### src/video_pkg.sv
`default_nettype none

package video_pkg;

   typedef logic [7:0] pixel_t;    // Also the Wishbone data word.
   typedef logic [4:0] pf_addr_t;  // Row times h_total plus column.
   typedef logic [2:0] col_t;      // Position in a line, also a line buffer address.
   typedef logic [7:0] line_t;

   // Phase of a line within a pair of displayed rows.
   typedef enum logic [2:0] {
      idle,
      ph0,
      ph1,
      ph2,
      ph3,
      ph4,
      ph5
   } sched_state_t;

endpackage

`default_nettype wire

### src/line_sched.sv
`timescale 1ns/1ps
`default_nettype none

module line_sched #(
   parameter int h_total     = 4,
   parameter int v_total     = 24,
   parameter int v_pf_start  = 5,
   parameter int v_pf_end    = 17,
   parameter int line_repeat = 3
) (
   input  wire logic        clk,
   input  wire logic        reset,
   output video_pkg::col_t  x_cnt,
   output logic             pf,
   output logic             frame_start,
   output logic             render_go,
   output logic             render_sel,
   output logic             disp_sel
);
   import video_pkg::*;

   localparam col_t  x_last   = col_t'(h_total);
   localparam line_t y_last   = line_t'(v_total);
   localparam line_t pf_open  = line_t'(v_pf_start);
   localparam line_t pf_close = line_t'(v_pf_end);
   // Rendering runs two lines ahead of the display.
   localparam line_t rd_open  = line_t'(v_pf_start - 3);
   localparam line_t rd_close = line_t'(v_pf_end - 3);

   // Phase ph_i has the enum value i + 1.
   localparam sched_state_t last_ph = sched_state_t'(2 * line_repeat);
   localparam sched_state_t mid_ph  = sched_state_t'(line_repeat + 1);

   line_t        y_cnt;
   sched_state_t render_ph;
   sched_state_t disp_ph;

   function automatic sched_state_t next_ph(input sched_state_t s);
      if (s == last_ph) begin
         return ph0;
      end
      return sched_state_t'(s + 3'd1);
   endfunction

   always_ff @(posedge clk) begin
      if (reset) begin
         x_cnt       <= col_t'(1);
         y_cnt       <= line_t'(1);
         frame_start <= 1'b0;
      end else begin
         frame_start <= (x_cnt == x_last) && (y_cnt == y_last);  // Next clock is line 1.
         if (x_cnt == x_last) begin
            x_cnt <= col_t'(1);
            y_cnt <= (y_cnt == y_last) ? line_t'(1) : y_cnt + line_t'(1);
         end else begin
            x_cnt <= x_cnt + col_t'(1);
         end
      end
   end

   // Display side, steps at each line end.
   always_ff @(posedge clk) begin
      if (reset) begin
         pf      <= 1'b0;
         disp_ph <= idle;
      end else if (x_cnt == x_last) begin
         if (y_cnt == pf_open) begin
            pf      <= 1'b1;
            disp_ph <= ph0;
         end else if (y_cnt == pf_close) begin
            pf      <= 1'b0;
            disp_ph <= idle;
         end else if (disp_ph != idle) begin
            disp_ph <= next_ph(disp_ph);
         end
      end
   end

   // Render side, same cadence but shifted up by two lines.
   always_ff @(posedge clk) begin
      if (reset) begin
         render_ph <= idle;
      end else if (x_cnt == x_last) begin
         if (y_cnt == rd_open) render_ph <= ph0;
         else if (y_cnt == rd_close) render_ph <= idle;
         else if (render_ph != idle) render_ph <= next_ph(render_ph);
      end
   end

   // A new row starts on phases 0 and line_repeat.
   assign render_go  = (x_cnt == x_last) && (render_ph == ph0 || render_ph == mid_ph);
   assign render_sel = (render_ph >= mid_ph);
   assign disp_sel   = (disp_ph >= mid_ph);

endmodule

`default_nettype wire

### src/playfield_ram.sv
`timescale 1ns/1ps
`default_nettype none

module playfield_ram (
   input  wire logic                clk,
   input  wire logic                reset,
   input  wire logic                wb_cyc,
   input  wire logic                wb_stb,
   input  wire logic                wb_we,
   input  wire video_pkg::pf_addr_t wb_adr,
   input  wire video_pkg::pixel_t   wb_dat_w,
   input  wire video_pkg::pf_addr_t fetch_adr,
   output video_pkg::pixel_t        wb_dat_r,
   output logic                     wb_ack,
   output video_pkg::pixel_t        fetch_dat
);
   import video_pkg::*;

   localparam int words = 2 ** $bits(pf_addr_t);

   pixel_t mem [words];
   logic   wb_req;

   // The ack clock is never taken as a new access.
   assign wb_req = wb_cyc && wb_stb && !wb_ack;

   always_ff @(posedge clk) begin
      if (reset) begin
         wb_ack <= 1'b0;
      end else begin
         wb_ack <= wb_req;
      end
   end

   // Host port. One word per acked access.
   always_ff @(posedge clk) begin
      if (wb_req && wb_we) begin
         mem[wb_adr] <= wb_dat_w;
      end
      if (wb_req) begin
         wb_dat_r <= mem[wb_adr];  // Valid while ack is high.
      end
   end

   // Fetch port.
   always_ff @(posedge clk) begin
      fetch_dat <= mem[fetch_adr];
   end

endmodule

`default_nettype wire

### src/line_fetch.sv
`timescale 1ns/1ps
`default_nettype none

module line_fetch #(
   parameter int h_total     = 4,
   parameter int v_pf_start  = 5,
   parameter int v_pf_end    = 17,
   parameter int line_repeat = 3
) (
   input  wire logic              clk,
   input  wire logic              reset,
   input  wire logic              frame_start,
   input  wire logic              render_go,
   input  wire logic              render_sel,
   input  wire video_pkg::pixel_t fetch_dat,
   output video_pkg::pf_addr_t    fetch_adr,
   output logic                   lb_we,
   output video_pkg::col_t        lb_wadr,
   output video_pkg::pixel_t      lb_wdat,
   output logic                   lb_bank
);
   import video_pkg::*;

   localparam int    rows     = (v_pf_end - v_pf_start) / line_repeat;
   localparam line_t row_last = line_t'(rows - 1);
   localparam col_t  col_last = col_t'(h_total - 1);

   line_t    row;       // Next row to render.
   pf_addr_t row_base;
   col_t     col;       // Column of the address on fetch_adr.
   logic     active;

   assign row_base = pf_addr_t'(row * h_total);

   always_ff @(posedge clk) begin
      if (reset) begin
         active  <= 1'b0;
         col     <= '0;
         row     <= '0;
         lb_bank <= 1'b0;
         lb_we   <= 1'b0;
      end else begin
         lb_we <= active;  // One clock behind the address.
         if (frame_start) begin
            row <= '0;
         end
         if (render_go) begin
            active  <= 1'b1;
            col     <= '0;
            lb_bank <= render_sel;
            row     <= (row == row_last) ? '0 : row + line_t'(1);
         end else if (active) begin
            col <= col + col_t'(1);
            if (col == col_last) active <= 1'b0;
         end
      end
   end

   always_ff @(posedge clk) begin
      if (render_go) begin
         fetch_adr <= row_base;
      end else if (active) begin
         fetch_adr <= fetch_adr + pf_addr_t'(1);
      end
      lb_wadr <= col;
   end

   assign lb_wdat = fetch_dat;  // RAM read register lines up with lb_wadr.

endmodule

`default_nettype wire

### src/line_buffer.sv
`timescale 1ns/1ps
`default_nettype none

module line_buffer #(
   parameter int h_total = 4
) (
   input  wire logic              clk,
   input  wire logic              we,
   input  wire video_pkg::col_t   wadr,
   input  wire video_pkg::col_t   radr,
   input  wire video_pkg::pixel_t wdat,
   output video_pkg::pixel_t      rdat
);
   import video_pkg::*;

   localparam int aw = $clog2(h_total);

   pixel_t mem [h_total];  // One pixel per position.

   always_ff @(posedge clk) begin
      if (we) begin
         mem[wadr[aw-1:0]] <= wdat;
      end
      rdat <= mem[radr[aw-1:0]];  // Old data on a same-address collision.
   end

endmodule

`default_nettype wire

### src/pixel_out.sv
`timescale 1ns/1ps
`default_nettype none

module pixel_out (
   input  wire logic              clk,
   input  wire logic              reset,
   input  wire video_pkg::col_t   x_cnt,
   input  wire logic              pf,
   input  wire logic              disp_sel,
   input  wire video_pkg::pixel_t rdat0,
   input  wire video_pkg::pixel_t rdat1,
   output video_pkg::col_t        lb_radr,
   output video_pkg::pixel_t      pixel,
   output logic                   pixel_valid
);
   import video_pkg::*;

   logic pf_q;   // Lines up with the buffer read data.
   logic sel_q;

   assign lb_radr = x_cnt - col_t'(1);  // Positions count from 1.

   always_ff @(posedge clk) begin
      if (reset) begin
         pf_q        <= 1'b0;
         pixel_valid <= 1'b0;
      end else begin
         pf_q        <= pf;
         pixel_valid <= pf_q;
      end
   end

   always_ff @(posedge clk) begin
      sel_q <= disp_sel;
      if (!pf_q) begin
         pixel <= '0;  // Blank outside the playfield.
      end else begin
         pixel <= sel_q ? rdat1 : rdat0;
      end
   end

endmodule

`default_nettype wire

### src/video_top.sv
`timescale 1ns/1ps
`default_nettype none

module video_top #(
   parameter int h_total     = 4,
   parameter int v_total     = 24,
   parameter int v_pf_start  = 5,
   parameter int v_pf_end    = 17,
   parameter int line_repeat = 3
) (
   input  wire logic                clk,
   input  wire logic                reset,
   input  wire logic                wb_cyc,
   input  wire logic                wb_stb,
   input  wire logic                wb_we,
   input  wire video_pkg::pf_addr_t wb_adr,
   input  wire video_pkg::pixel_t   wb_dat_w,
   output video_pkg::pixel_t        wb_dat_r,
   output logic                     wb_ack,
   output video_pkg::pixel_t        pixel,
   output logic                     pixel_valid,
   output logic                     frame_start
);
   import video_pkg::*;

   col_t     x_cnt;
   logic     pf;
   logic     render_go;
   logic     render_sel;
   logic     disp_sel;
   pf_addr_t fetch_adr;
   pixel_t   fetch_dat;
   logic     lb_we;
   col_t     lb_wadr;
   pixel_t   lb_wdat;
   logic     lb_bank;
   col_t     lb_radr;
   pixel_t   rdat [2];

   line_sched #(
      .h_total     (h_total),
      .v_total     (v_total),
      .v_pf_start  (v_pf_start),
      .v_pf_end    (v_pf_end),
      .line_repeat (line_repeat)
   ) line_sched_inst (
      .clk         (clk),
      .reset       (reset),
      .x_cnt       (x_cnt),
      .pf          (pf),
      .frame_start (frame_start),
      .render_go   (render_go),
      .render_sel  (render_sel),
      .disp_sel    (disp_sel)
   );

   playfield_ram playfield_ram_inst (
      .clk       (clk),
      .reset     (reset),
      .wb_cyc    (wb_cyc),
      .wb_stb    (wb_stb),
      .wb_we     (wb_we),
      .wb_adr    (wb_adr),
      .wb_dat_w  (wb_dat_w),
      .fetch_adr (fetch_adr),
      .wb_dat_r  (wb_dat_r),
      .wb_ack    (wb_ack),
      .fetch_dat (fetch_dat)
   );

   line_fetch #(
      .h_total     (h_total),
      .v_pf_start  (v_pf_start),
      .v_pf_end    (v_pf_end),
      .line_repeat (line_repeat)
   ) line_fetch_inst (
      .clk         (clk),
      .reset       (reset),
      .frame_start (frame_start),
      .render_go   (render_go),
      .render_sel  (render_sel),
      .fetch_dat   (fetch_dat),
      .fetch_adr   (fetch_adr),
      .lb_we       (lb_we),
      .lb_wadr     (lb_wadr),
      .lb_wdat     (lb_wdat),
      .lb_bank     (lb_bank)
   );

   // Both buffers see the same addresses, writes go to the captured bank only.
   for (genvar b = 0; b < 2; b++) begin : g_lb
      line_buffer #(
         .h_total (h_total)
      ) line_buffer_inst (
         .clk  (clk),
         .we   (lb_we && (lb_bank == 1'(b))),
         .wadr (lb_wadr),
         .radr (lb_radr),
         .wdat (lb_wdat),
         .rdat (rdat[b])
      );
   end

   pixel_out pixel_out_inst (
      .clk         (clk),
      .reset       (reset),
      .x_cnt       (x_cnt),
      .pf          (pf),
      .disp_sel    (disp_sel),
      .rdat0       (rdat[0]),
      .rdat1       (rdat[1]),
      .lb_radr     (lb_radr),
      .pixel       (pixel),
      .pixel_valid (pixel_valid)
   );

endmodule

`default_nettype wire

### config.mk
export PLATFORM = sky130hd
export DESIGN_NAME = video_top
export DESIGN_NICKNAME = d
export VERILOG_FILES = /design/src/video_pkg.sv /design/src/line_sched.sv /design/src/playfield_ram.sv /design/src/line_fetch.sv /design/src/line_buffer.sv /design/src/pixel_out.sv /design/src/video_top.sv
export SDC_FILE = /design/constraint.sdc
export NUM_CORES = 1
export LEC_CHECK = 0
export BUFFER_PORTS_ARGS = -buffer_cell sky130_fd_sc_hd__buf_4
export CELL_PAD_IN_SITES_DETAIL_PLACEMENT = 1
export CELL_PAD_IN_SITES_GLOBAL_PLACEMENT = 1
export CORE_ASPECT_RATIO = 2
export CORE_UTILIZATION = 45
export DETAILED_ROUTE_END_ITERATION = 8
export PLACE_DENSITY = 0.75
export SYNTH_ARGS = -nofsm -noshare
export SYNTH_HDL_FRONTEND = slang
export SYNTH_SLANG_ARGS = --single-unit
### constraint.sdc
create_clock -name clk -period 2.6 [get_ports clk]
set_input_delay 0.26 -clock clk [delete_from_list [all_inputs] [get_ports clk]]
set_output_delay 0.26 -clock clk [all_outputs]
set_load 0.02 [all_outputs]
==> results of run 1 <==
==> routing by layer <==
metal	wire length (µm)	share of wire
met1	14000	0.31
met2	26100	0.58
met3	1550	0.035
met4	3180	0.071
met5	0	0
==> sequential cells by signal, summed over array words and instances (netlist names), 2 cells and up <==
name                          cells
pixel_out_inst.pixel              8
line_fetch_inst.row               8
playfield_ram_inst.mem          256
line_sched_inst.disp_ph           3
playfield_ram_inst.fetch_dat      8
g_lb.line_buffer_inst.mem        64
line_sched_inst.render_ph         3
line_sched_inst.y_cnt             8
g_lb.line_buffer_inst.rdat       16
line_fetch_inst.fetch_adr         5
line_fetch_inst.col               3
playfield_ram_inst.wb_dat_r       8
line_fetch_inst.lb_wadr           2
line_sched_inst.x_cnt             3
==> worst min-delay path by stage <==
stage	startpoint	to	slack (ns)
final	reset	line_fetch_inst.row[0]	0.11
after global routing	wb_dat_w[2]	playfield_ram_inst.mem[3][2]	0.12
after CTS	reset	line_fetch_inst.row[0]	0.10
after detailed placement	line_fetch_inst.col[0]	line_fetch_inst.lb_wadr[0]	0.38
after global placement	line_fetch_inst.col[1]	line_fetch_inst.lb_wadr[1]	0.38
after floorplan	line_fetch_inst.col[1]	line_fetch_inst.lb_wadr[1]	0.35
==> report_power, final <==
group	leakage [nW]	internal (mW)	total (mW)	switching, mW
sequential	3.58	7.16	7.30	0.136
combinational	2.15	0.758	1.42	0.661
clock	0.592	3.02	5.45	2.43
==> area by class of cell <==
| cell class | count | area [µm²] |
|---|---|---|
| fillers | 3413 | 18200 |
| flip-flops and latches | 404 | 11400 |
| multi-input cells | 457 | 5490 |
| clock buffers | 43 | 970 |
| repair buffers | 103 | 873 |
| well taps | 463 | 579 |
| clock inverters | 25 | 239 |
| inverters | 10 | 37.5 |
==> stage by stage <==
stage                     worst slack (ns)  power, mW  instances  utilization  hold WS, ns
after floorplan                     0.0865       8.42        934            -        0.354
after global placement               0.317       8.84       1437        0.486        0.382
after detailed placement             0.278       8.89       1437        0.486        0.380
after CTS                            0.346       14.3       1505        0.518        0.102
after global routing                 0.290       14.6       1505        0.518        0.119
final                                0.295       14.2       1505        0.518        0.111
==> layout by cell type (no fill, tap or decap), types with 4 or more instances in the layout <==
cell / count
a311oi_1: 4
nand3b_1: 4
or2_2: 4
and3_1: 4
buf_4: 95
ha_1: 10
nand2_1: 22
nor2_1: 64
nor2b_1: 15
buf_12: 8
inv_1: 10
a21oi_1: 11
mux2i_1: 11
xnor2_1: 6
nor3_1: 11
edfxtp_1: 331
dfxtp_1: 72
xor2_1: 9
clkinv_2: 10
mux4_2: 160
nand3_1: 11
nand2b_1: 6
clkinv_1: 5
mux2_2: 8
nand4_1: 17
clkbuf_1: 5
o21ai_0: 11
a22oi_1: 34
a31oi_1: 6
clkbuf_16: 38
==> cells by family (layout without fill, tap and decap cells) <==
kind of cell / count (synthesis) / after routing
AND/OR/NAND/NOR: 175 / 175
XOR/XNOR: 15 / 15
adder cells (fa/ha/maj): 10 / 10
buffers and inverters: 73 / 181
multiplexers: 179 / 179
flip-flops: 404 / 404
AO/OA/AOI/OAI: 78 / 78
==> metrics.txt, run 1 <==
status finished, final reports clean; syn_area_per_cell about 18 µm²; CTS buffer count 37; Via density 6.25; final instance area 19600 µm²; global-route wire length before repair 67000 µm; total number of H-tree levels 2; busiest grt layer met2; clock sinks between 400 and 500; Reg2Reg Setup Slack slightly below 0.3 ns; core region area 37800 µm²; DR iter-0 viols between 600 and 700; starting density of the core 0.455; Die Y 279 µm; worst skew pair latency about 0.56 ns; Leakage 6.32 nW; #FFs+latches synth between 400 and 500; Worst Setup EP playfield_ram_inst.mem[29][0]; Seq/Total Area, Yosys 0.662; met2 usage 0.477; f_max around 0.43 GHz; Final Critical Period 2.31 ns; met1 usage 0.225; cell with the most instances after synthesis edfxtp_1; die area around 39000 µm²; Final nets ~1000; crit-path cells and3b_1 > nand4b_1 > nor2_1; Netlist cell types 48; initial antenna violation count 1; CTS tree built; CTS Hold Bufs 0; clock root buffer clkbuf_16; Max Slew Vio Count 0; Post-CTS Resized 0; Levels on crit path 3; worst slew pin tran ~1.3 ns; Crit. End Element flip-flop; die width 140 µm; met3 Track Usage GR 0.0311; top-area cell type share of the netlist area 0.578; synth cell count leaders edfxtp_1 (331), mux4_2 (160), dfxtp_1 (73); slowest stage delay, CP between 1 and 1.5 ns; Hold Crit Depth 2; Power Density just over 700 nW/µm²; worst-path fanout max 8; Ports 37; post-synthesis xor/xnor area fraction 0.00763; Routed WL ~45000 µm; setup TNS 0 ns; Setup crit start kind flip-flop; wire length per cell between 20 and 30 µm; PortBufs 36; Compound-Gate Fraction of Synth Area 0.0316; Max Cap Violations 0; RSZ-0062 raised after global routing no; final RePlAce weighted congestion about 0.86; setup bufs post-CTS 0; dpl cell area roughly 18000 µm²; dpl hpwl 32800 µm; critical path class reg -> reg; clock-pin slew on the worst setup and hold paths approximately 0.070 ns; post-synthesis async set-or-reset flop share 0; ant diodes 0; syn_nets slightly below 1000; normalized max-slew margin 0.131; worst path bufs/invs 0; Clock Path Buffers 3; Worst Reg-to-Reg Cells 3; r2r startpoint playfield_ram_inst.wb_ack; Synth Instances just over 900; maximum VDD drop slightly below 0.7 mV; DR DRC count 0; multiplexer share of the synthesized area 0.221; fin crit share 0.887; Final Hold Violating Endpoints 0; total gr overflow 0; Overall Global Routing Usage 0.241; Critical-path top delay cell nor2_1; Layout Skew between 0.015 and 0.02 ns; Worst setup startpoint playfield_ram_inst.wb_ack; layout cell share with drive strength beyond 1 0.322; cell taking the most area after synthesis edfxtp_1; Adder-Cell Fraction of Synth Area 0.00727; Ys Warns 0; RR Endpoint playfield_ram_inst.mem[29][0]; # rows around 100; Worst EP required around 2.8 ns; Hold WC Path Type in -> reg; simple-gate portion of the synthesized area 0.0512; vias post-DR about 9400; First-pass DRT Iterations 5; DRT antenna net count 0; Post-synth EDFFs 331; synthesized area between 15000 and 20000 µm²; Worst EP arrival 2.46 ns; setup violators final 0; Area Overhead vs Synth 13.8%; Largest delay share family, worst path simple AND/OR/NAND/NOR gates; Main synth FF type edfxtp_1; top cells by area, synth edfxtp_1 (58%), mux4_2 (21%), dfxtp_1 (8.5%); combinational family with the most area after synthesis multiplexers; vias in the first global route about 10000; largest net degree at the start of global routing 40
No activity file was read; power rests on OpenSTA's default activity.
==> inputs of run 2 (changes only) <==
Clock period 2.6 ns to 2.1 ns, I/O delays scaled along.
==> run 2 against run 1 <==
The run now ends with negative setup slack left; sequential cell count unchanged; register-to-register slack got worse by 0.34 ns; routed wire length increased by 1.8%; critical path type unchanged; highest routed layer unchanged.
==> metrics.txt, run 2 (synthesis gave the netlist of run 1 again) <==
max reg flops 256 (unchanged); CTS buffer count 37 (unchanged); Max Cap Violations 0 (unchanged); final instance area 20000 µm² (+2.3%); normalized max-slew margin 0.479 (+0.348); setup TNS -0.105 ns (-0.105 ns); Routed WL 45600 µm (+1.8%); post-placement cell count 1459 (+1.5%); # fillers 3392 (-0.62%); ant diodes 0 (unchanged); Via density 6.31 (+0.95%); dpl cell area 18800 µm² (+2.2%); Setup crit start kind flip-flop; CTS tree built; clock-pin slew on the worst setup and hold paths 0.07 ns (about the same); die area 39100 µm² (unchanged); First-pass DRT Iterations 5 (unchanged); DRT antenna net count 0 (unchanged); core region area 37800 µm² (unchanged); global-route wire length before repair 68000 µm (+1.4%); clock sinks 404 (unchanged); f_max 0.467 GHz (+7.6%); most frequent cells in the layout edfxtp_1 (331), mux4_2 (160), buf_4 (99); DR iter-0 viols 658 (+2.0%); Layout Skew 0.0200 ns (+0.00203 ns); most common cell after layout, fill and taps aside edfxtp_1; largest net degree at the start of global routing 45 (+13%); Leakage 6.53 nW (+3.3%); clock root buffer clkbuf_16; Crit. End Element flip-flop; # rows 101 (unchanged); PortBufs 36 (unchanged); vias in the first global route 10700 (+2.0%); Most Frequent Cell on Critical Path mux4_2; final RePlAce weighted congestion 0.892 (+3.7%); Area Overhead vs Synth 16.4%; Post-Layout Cell Count 1526 (+1.4%); worst skew pair latency 0.55 ns (about the same); Power Density 881 nW/µm² (+22%); Setup WS post-layout -0.0430 ns (-0.338 ns); DR DRC count 0 (unchanged); Critical-path top delay cell mux4_2; vias post-DR 9631 (+2.4%); Largest Register playfield_ram_inst.mem; fin crit share 1.02 (+0.134); Final Hold Violating Endpoints 0 (unchanged); largest registers playfield_ram_inst.mem x256, g_lb.line_buffer_inst.mem x64, g_lb.line_buffer_inst.rdat x16; worst-path fanout max 15 (+7); Ports 37 (unchanged); crit-path cells buf_12 > mux4_2 > mux4_2 > mux2_4; Clock Path Buffers 3 (unchanged); Hold WC Path Type in -> reg; layout cell share with drive strength beyond 1 0.335 (+0.0124); CTS Hold Bufs 0 (unchanged); Worst EP required 2.54 ns (-0.22 ns); Final nets 1064 (+2.2%); starting density of the core 0.455 (unchanged); critical path class reg -> reg; failing checks negative setup slack; maximum VDD drop 0.951 mV (+40%); Max Slew Vio Count 0 (unchanged); worst slew pin tran 0.782 ns (-0.517 ns); status finished with violations; Overall Global Routing Usage 0.244 (+0.00333); setup violators final 5 (+5); total number of H-tree levels 2 (unchanged); dpl hpwl 32600 µm (-0.64%); slowest stage delay, CP 0.53 ns (-0.48 ns); wire length per cell 29.9 µm (+0.39%); total gr overflow 0 (unchanged); RSZ-0062 raised after global routing yes; Final Critical Period 2.14 ns (-0.162 ns); initial antenna violation count 0 (-1); Die Y 279 µm (unchanged); die width 140 µm (unchanged); Worst EP arrival 2.58 ns (+0.12 ns)
## run 2: changes by cell type in the layout (fill, tap and decap cells not counted), moves of 4 or more
| cell | before | now |
|---|---|---|
| clkinv_2 | 10 | 5 |
| buf_12 | 8 | 27 |
| buf_4 | 95 | 99 |
| mux2_4 | 0 | 6 |
| mux2_2 | 8 | 2 |
## run 2: critical path, delay by kind of cell (launching register included)
family                 cells  cell delay, ns
DFF                        1            0.45
buffers and inverters      1            0.21
muxes                      3            1.35
## run 2: report_power, final
| group | leakage, nW | total [mW] | switching (mW) | internal, mW |
|---|---|---|---|---|
| Sequential | 3.58 | 9.04 | 0.167 | 8.87 |
| Combinational | 2.36 | 1.84 | 0.834 | 1.00 |
| Clock | 0.595 | 6.78 | 3.02 | 3.75 |
## run 2: what timing repair did
item | CTS | global route
setup buffers | 1 | 0
endpoints found under the setup margin | 5 | 8
gates resized for setup | 3 | 3
## run 2: cell type report
class	instances	area [µm²]	share of cell area
Sequential cell	404	11400	0.569
Multi-Input combinational cell	457	5510	0.275
Timing Repair Buffer	126	1280	0.0641
Clock buffer	46	1020	0.0510
Tap cell	463	579	0.0289
Clock inverter	20	193	0.00962
Inverter	10	37.5	0.00187
## run 2: layer usage
metal / GRT usage / up-vias / wire length, µm
li1: - / 4048 / -
met1: 0.238 / 5048 / 14200
met2: 0.474 / 381 / 26300
met3: 0.0292 / 154 / 1870
met4: 0.159 / 0 / 3220
met5: 0 / - / 0
## run 2: path summary, 6_finish.rpt
check                                          to                    startpoint  cells after the start  slack, ns
hold reg to reg        line_fetch_inst.lb_wadr[1]        line_fetch_inst.col[1]                      0       0.38
hold / removal             line_fetch_inst.row[1]                         reset                      2       0.05
setup reg to reg  playfield_ram_inst.fetch_dat[2]  line_fetch_inst.fetch_adr[0]                      4      -0.04
setup / recovery  playfield_ram_inst.fetch_dat[2]  line_fetch_inst.fetch_adr[0]                      4      -0.04
## run 2: stage by stage
stage	hold slack [ns]	utilization	power, mW	setup slack (ns)
after floorplan	0.309	-	10.4	-0.139
after global placement	0.380	0.497	11.0	-0.00176
after detailed placement	0.373	0.497	11.0	-0.0180
after CTS	0.0296	0.530	17.8	-0.0396
after global routing	0.0652	0.530	18.2	-0.0618
final	0.0470	0.530	17.7	-0.0430
==> inputs of run 3 (changes only) <==
Settings changed: BUFFER_PORTS_ARGS -buffer_cell sky130_fd_sc_hd__buf_4 to -buffer_cell sky130_fd_sc_hd__buf_2, SKIP_CTS_REPAIR_TIMING set to 1.
==> run 3 against run 2 <==
Largest power group unchanged; worst hold slack better by 0.10 ns; sequential cell count stayed put; non-clock buffer count is 23 higher; via count is 1.2% higher; fmax is 0.21% lower; highest routed layer unchanged; the run still ends with negative setup slack left.
==> metrics.txt, run 3 (synthesis gave the netlist of run 1 again) <==
worst-path fanout max 5 (-10); Max Slew Vio Count 0 (unchanged); Hold WC Path Type in -> reg; worst slew pin tran 0.700 ns (-0.0814 ns); PortBufs 36 (unchanged); Via density 6.29 (-0.33%); ant diodes 0 (unchanged); core region area 37800 µm² (unchanged); Ports 37 (unchanged); die area 39100 µm² (unchanged); DR DRC count 0 (unchanged); r2r startpoint line_fetch_inst.fetch_adr[0]; Area Overhead vs Synth 17.2%; Clock Path Buffers 3 (unchanged); most common cell after layout, fill and taps aside edfxtp_1; Max Cap Violations 0 (unchanged); dpl hpwl 32300 µm (-0.84%); DR iter-0 viols 674 (+2.4%); clock root buffer clkbuf_16; Routed WL 45700 µm (+0.17%); Leakage 6.66 nW (+2.0%); vias post-DR 9750 (+1.2%); Final Hold Violating Endpoints 0 (unchanged); met3 Track Usage GR 0.0308 (+0.00155); final core occ 0.534 (+0.00348); CTS buffer count 37 (unchanged); Worst EP required 2.54 ns (about the same); global-route wire length before repair 67000 µm (-1.4%); most frequent cells in the layout edfxtp_1 (331), mux4_2 (160), buf_4 (87); largest registers playfield_ram_inst.mem x256, g_lb.line_buffer_inst.mem x64, g_lb.line_buffer_inst.rdat x16; Die Y 279 µm (unchanged); Setup WS post-layout -0.0476 ns (-0.00456 ns); Hold Path End playfield_ram_inst.mem[18][0]; critical path class reg -> reg; layout cell share with drive strength beyond 1 0.357 (+0.0220); Layout Skew 0.0260 ns (+0.00595 ns); Final nets 1087 (+2.2%); First-pass DRT Iterations 5 (unchanged); clock-pin slew on the worst setup and hold paths 0.07 ns (about the same); f_max 0.466 GHz (-0.21%); met1 usage 0.229 (-0.00855); vias in the first global route 10600 (-0.83%); Largest Register playfield_ram_inst.mem; initial antenna violation count 0 (unchanged); Hold Crit Depth 1 (-1); Overall Global Routing Usage 0.239 (-0.00473); Power Density 898 nW/µm² (+1.9%); setup violators final 2 (-3); worst skew pair latency 0.56 ns (about the same); normalized max-slew margin 0.532 (+0.0533); met2 usage 0.469 (-0.00449); RR Endpoint playfield_ram_inst.fetch_dat[1]; starting density of the core 0.455 (unchanged); CTS tree built; final RePlAce weighted congestion 0.867 (-2.7%); Crit. End Element flip-flop; maximum VDD drop 0.691 mV (-27%); die width 140 µm (unchanged); max reg flops 256 (unchanged); min-delay src wb_dat_w[0]; RSZ-0062 raised after global routing yes; clock sinks 404 (unchanged); post-placement cell count 1472 (+0.89%); total gr overflow 0 (unchanged); total number of H-tree levels 2 (unchanged); failing checks negative setup slack; Final Critical Period 2.15 ns (+0.00456 ns); status finished with violations; Reg2Reg Setup Slack -0.05 ns (about the same); Setup crit start kind flip-flop; DRT antenna net count 0 (unchanged); Worst Reg-to-Reg Cells 5 (+1); largest net degree at the start of global routing 33 (-27%); # rows 101 (unchanged); fin crit share 1.02 (+0.00217); Post-Layout Cell Count 1550 (+1.6%); busiest grt layer met2; Worst EP arrival 2.59 ns (about the same); wire length per cell 29.5 µm (-1.4%)
==> run 3: stage by stage <==
step	instance area (µm²)	power [mW]	setup TNS [ns]	worst slack (ns)	hold WS (ns)
3_5_place_dp	18700	11.0	-0.433	-0.0696	0.383
3_3_place_gp	18700	10.9	-0.253	-0.0428	0.370
4_1_cts	19900	18.0	-0.842	-0.0863	0.141
6_report	20200	18.1	-0.0690	-0.0476	0.151
2_1_floorplan	17200	10.4	-8.92	-0.139	0.309
5_1_grt	20200	18.6	-0.292	-0.0730	0.178
==> run 3: power breakdown <==
part	switching, mW	total, mW	internal, mW
combinational	0.934	2.12	1.19
clock	3.09	6.97	3.87
sequential	0.145	9.02	8.87
total	4.17	18.1	13.9
==> run 3: worst max path at each step <==
stage                                 startpoint                               to  slack, ns
floorplan              playfield_ram_inst.wb_ack    playfield_ram_inst.mem[12][0]      -0.14
global placement       playfield_ram_inst.wb_ack    playfield_ram_inst.mem[28][1]      -0.04
detailed placement     playfield_ram_inst.wb_ack    playfield_ram_inst.mem[28][4]      -0.07
CTS                    playfield_ram_inst.wb_ack    playfield_ram_inst.mem[28][2]      -0.09
global route        line_fetch_inst.fetch_adr[0]  playfield_ram_inst.fetch_dat[4]      -0.07
finish              line_fetch_inst.fetch_adr[0]  playfield_ram_inst.fetch_dat[1]      -0.05
==> run 3: area by class of cell <==
class / count / area (µm²)
Fill cell: 3371 / 17600
Clock inverter: 25 / 278
Multi-Input combinational cell: 457 / 5510
Sequential cell: 404 / 11400
Timing Repair Buffer: 149 / 1380
Inverter: 10 / 37.5
Tap cell: 463 / 579
Clock buffer: 42 / 966
==> run 3: worst max-delay path, cell delays in order, from the launching register on <==
cell and delay, ns:
dfxtp_4 0.39, buf_12 0.14, buf_12 0.14, mux4_2 0.55, mux4_2 0.50, mux2_4 0.30
==> run 3: layer usage <==
| layer | vias to the layer above | wire (µm) |
|---|---|---|
| met5 | - | 0 |
| met1 | 5101 | 14400 |
| met4 | 0 | 3160 |
| met2 | 388 | 26400 |
| li1 | 4100 | - |
| met3 | 161 | 1810 |
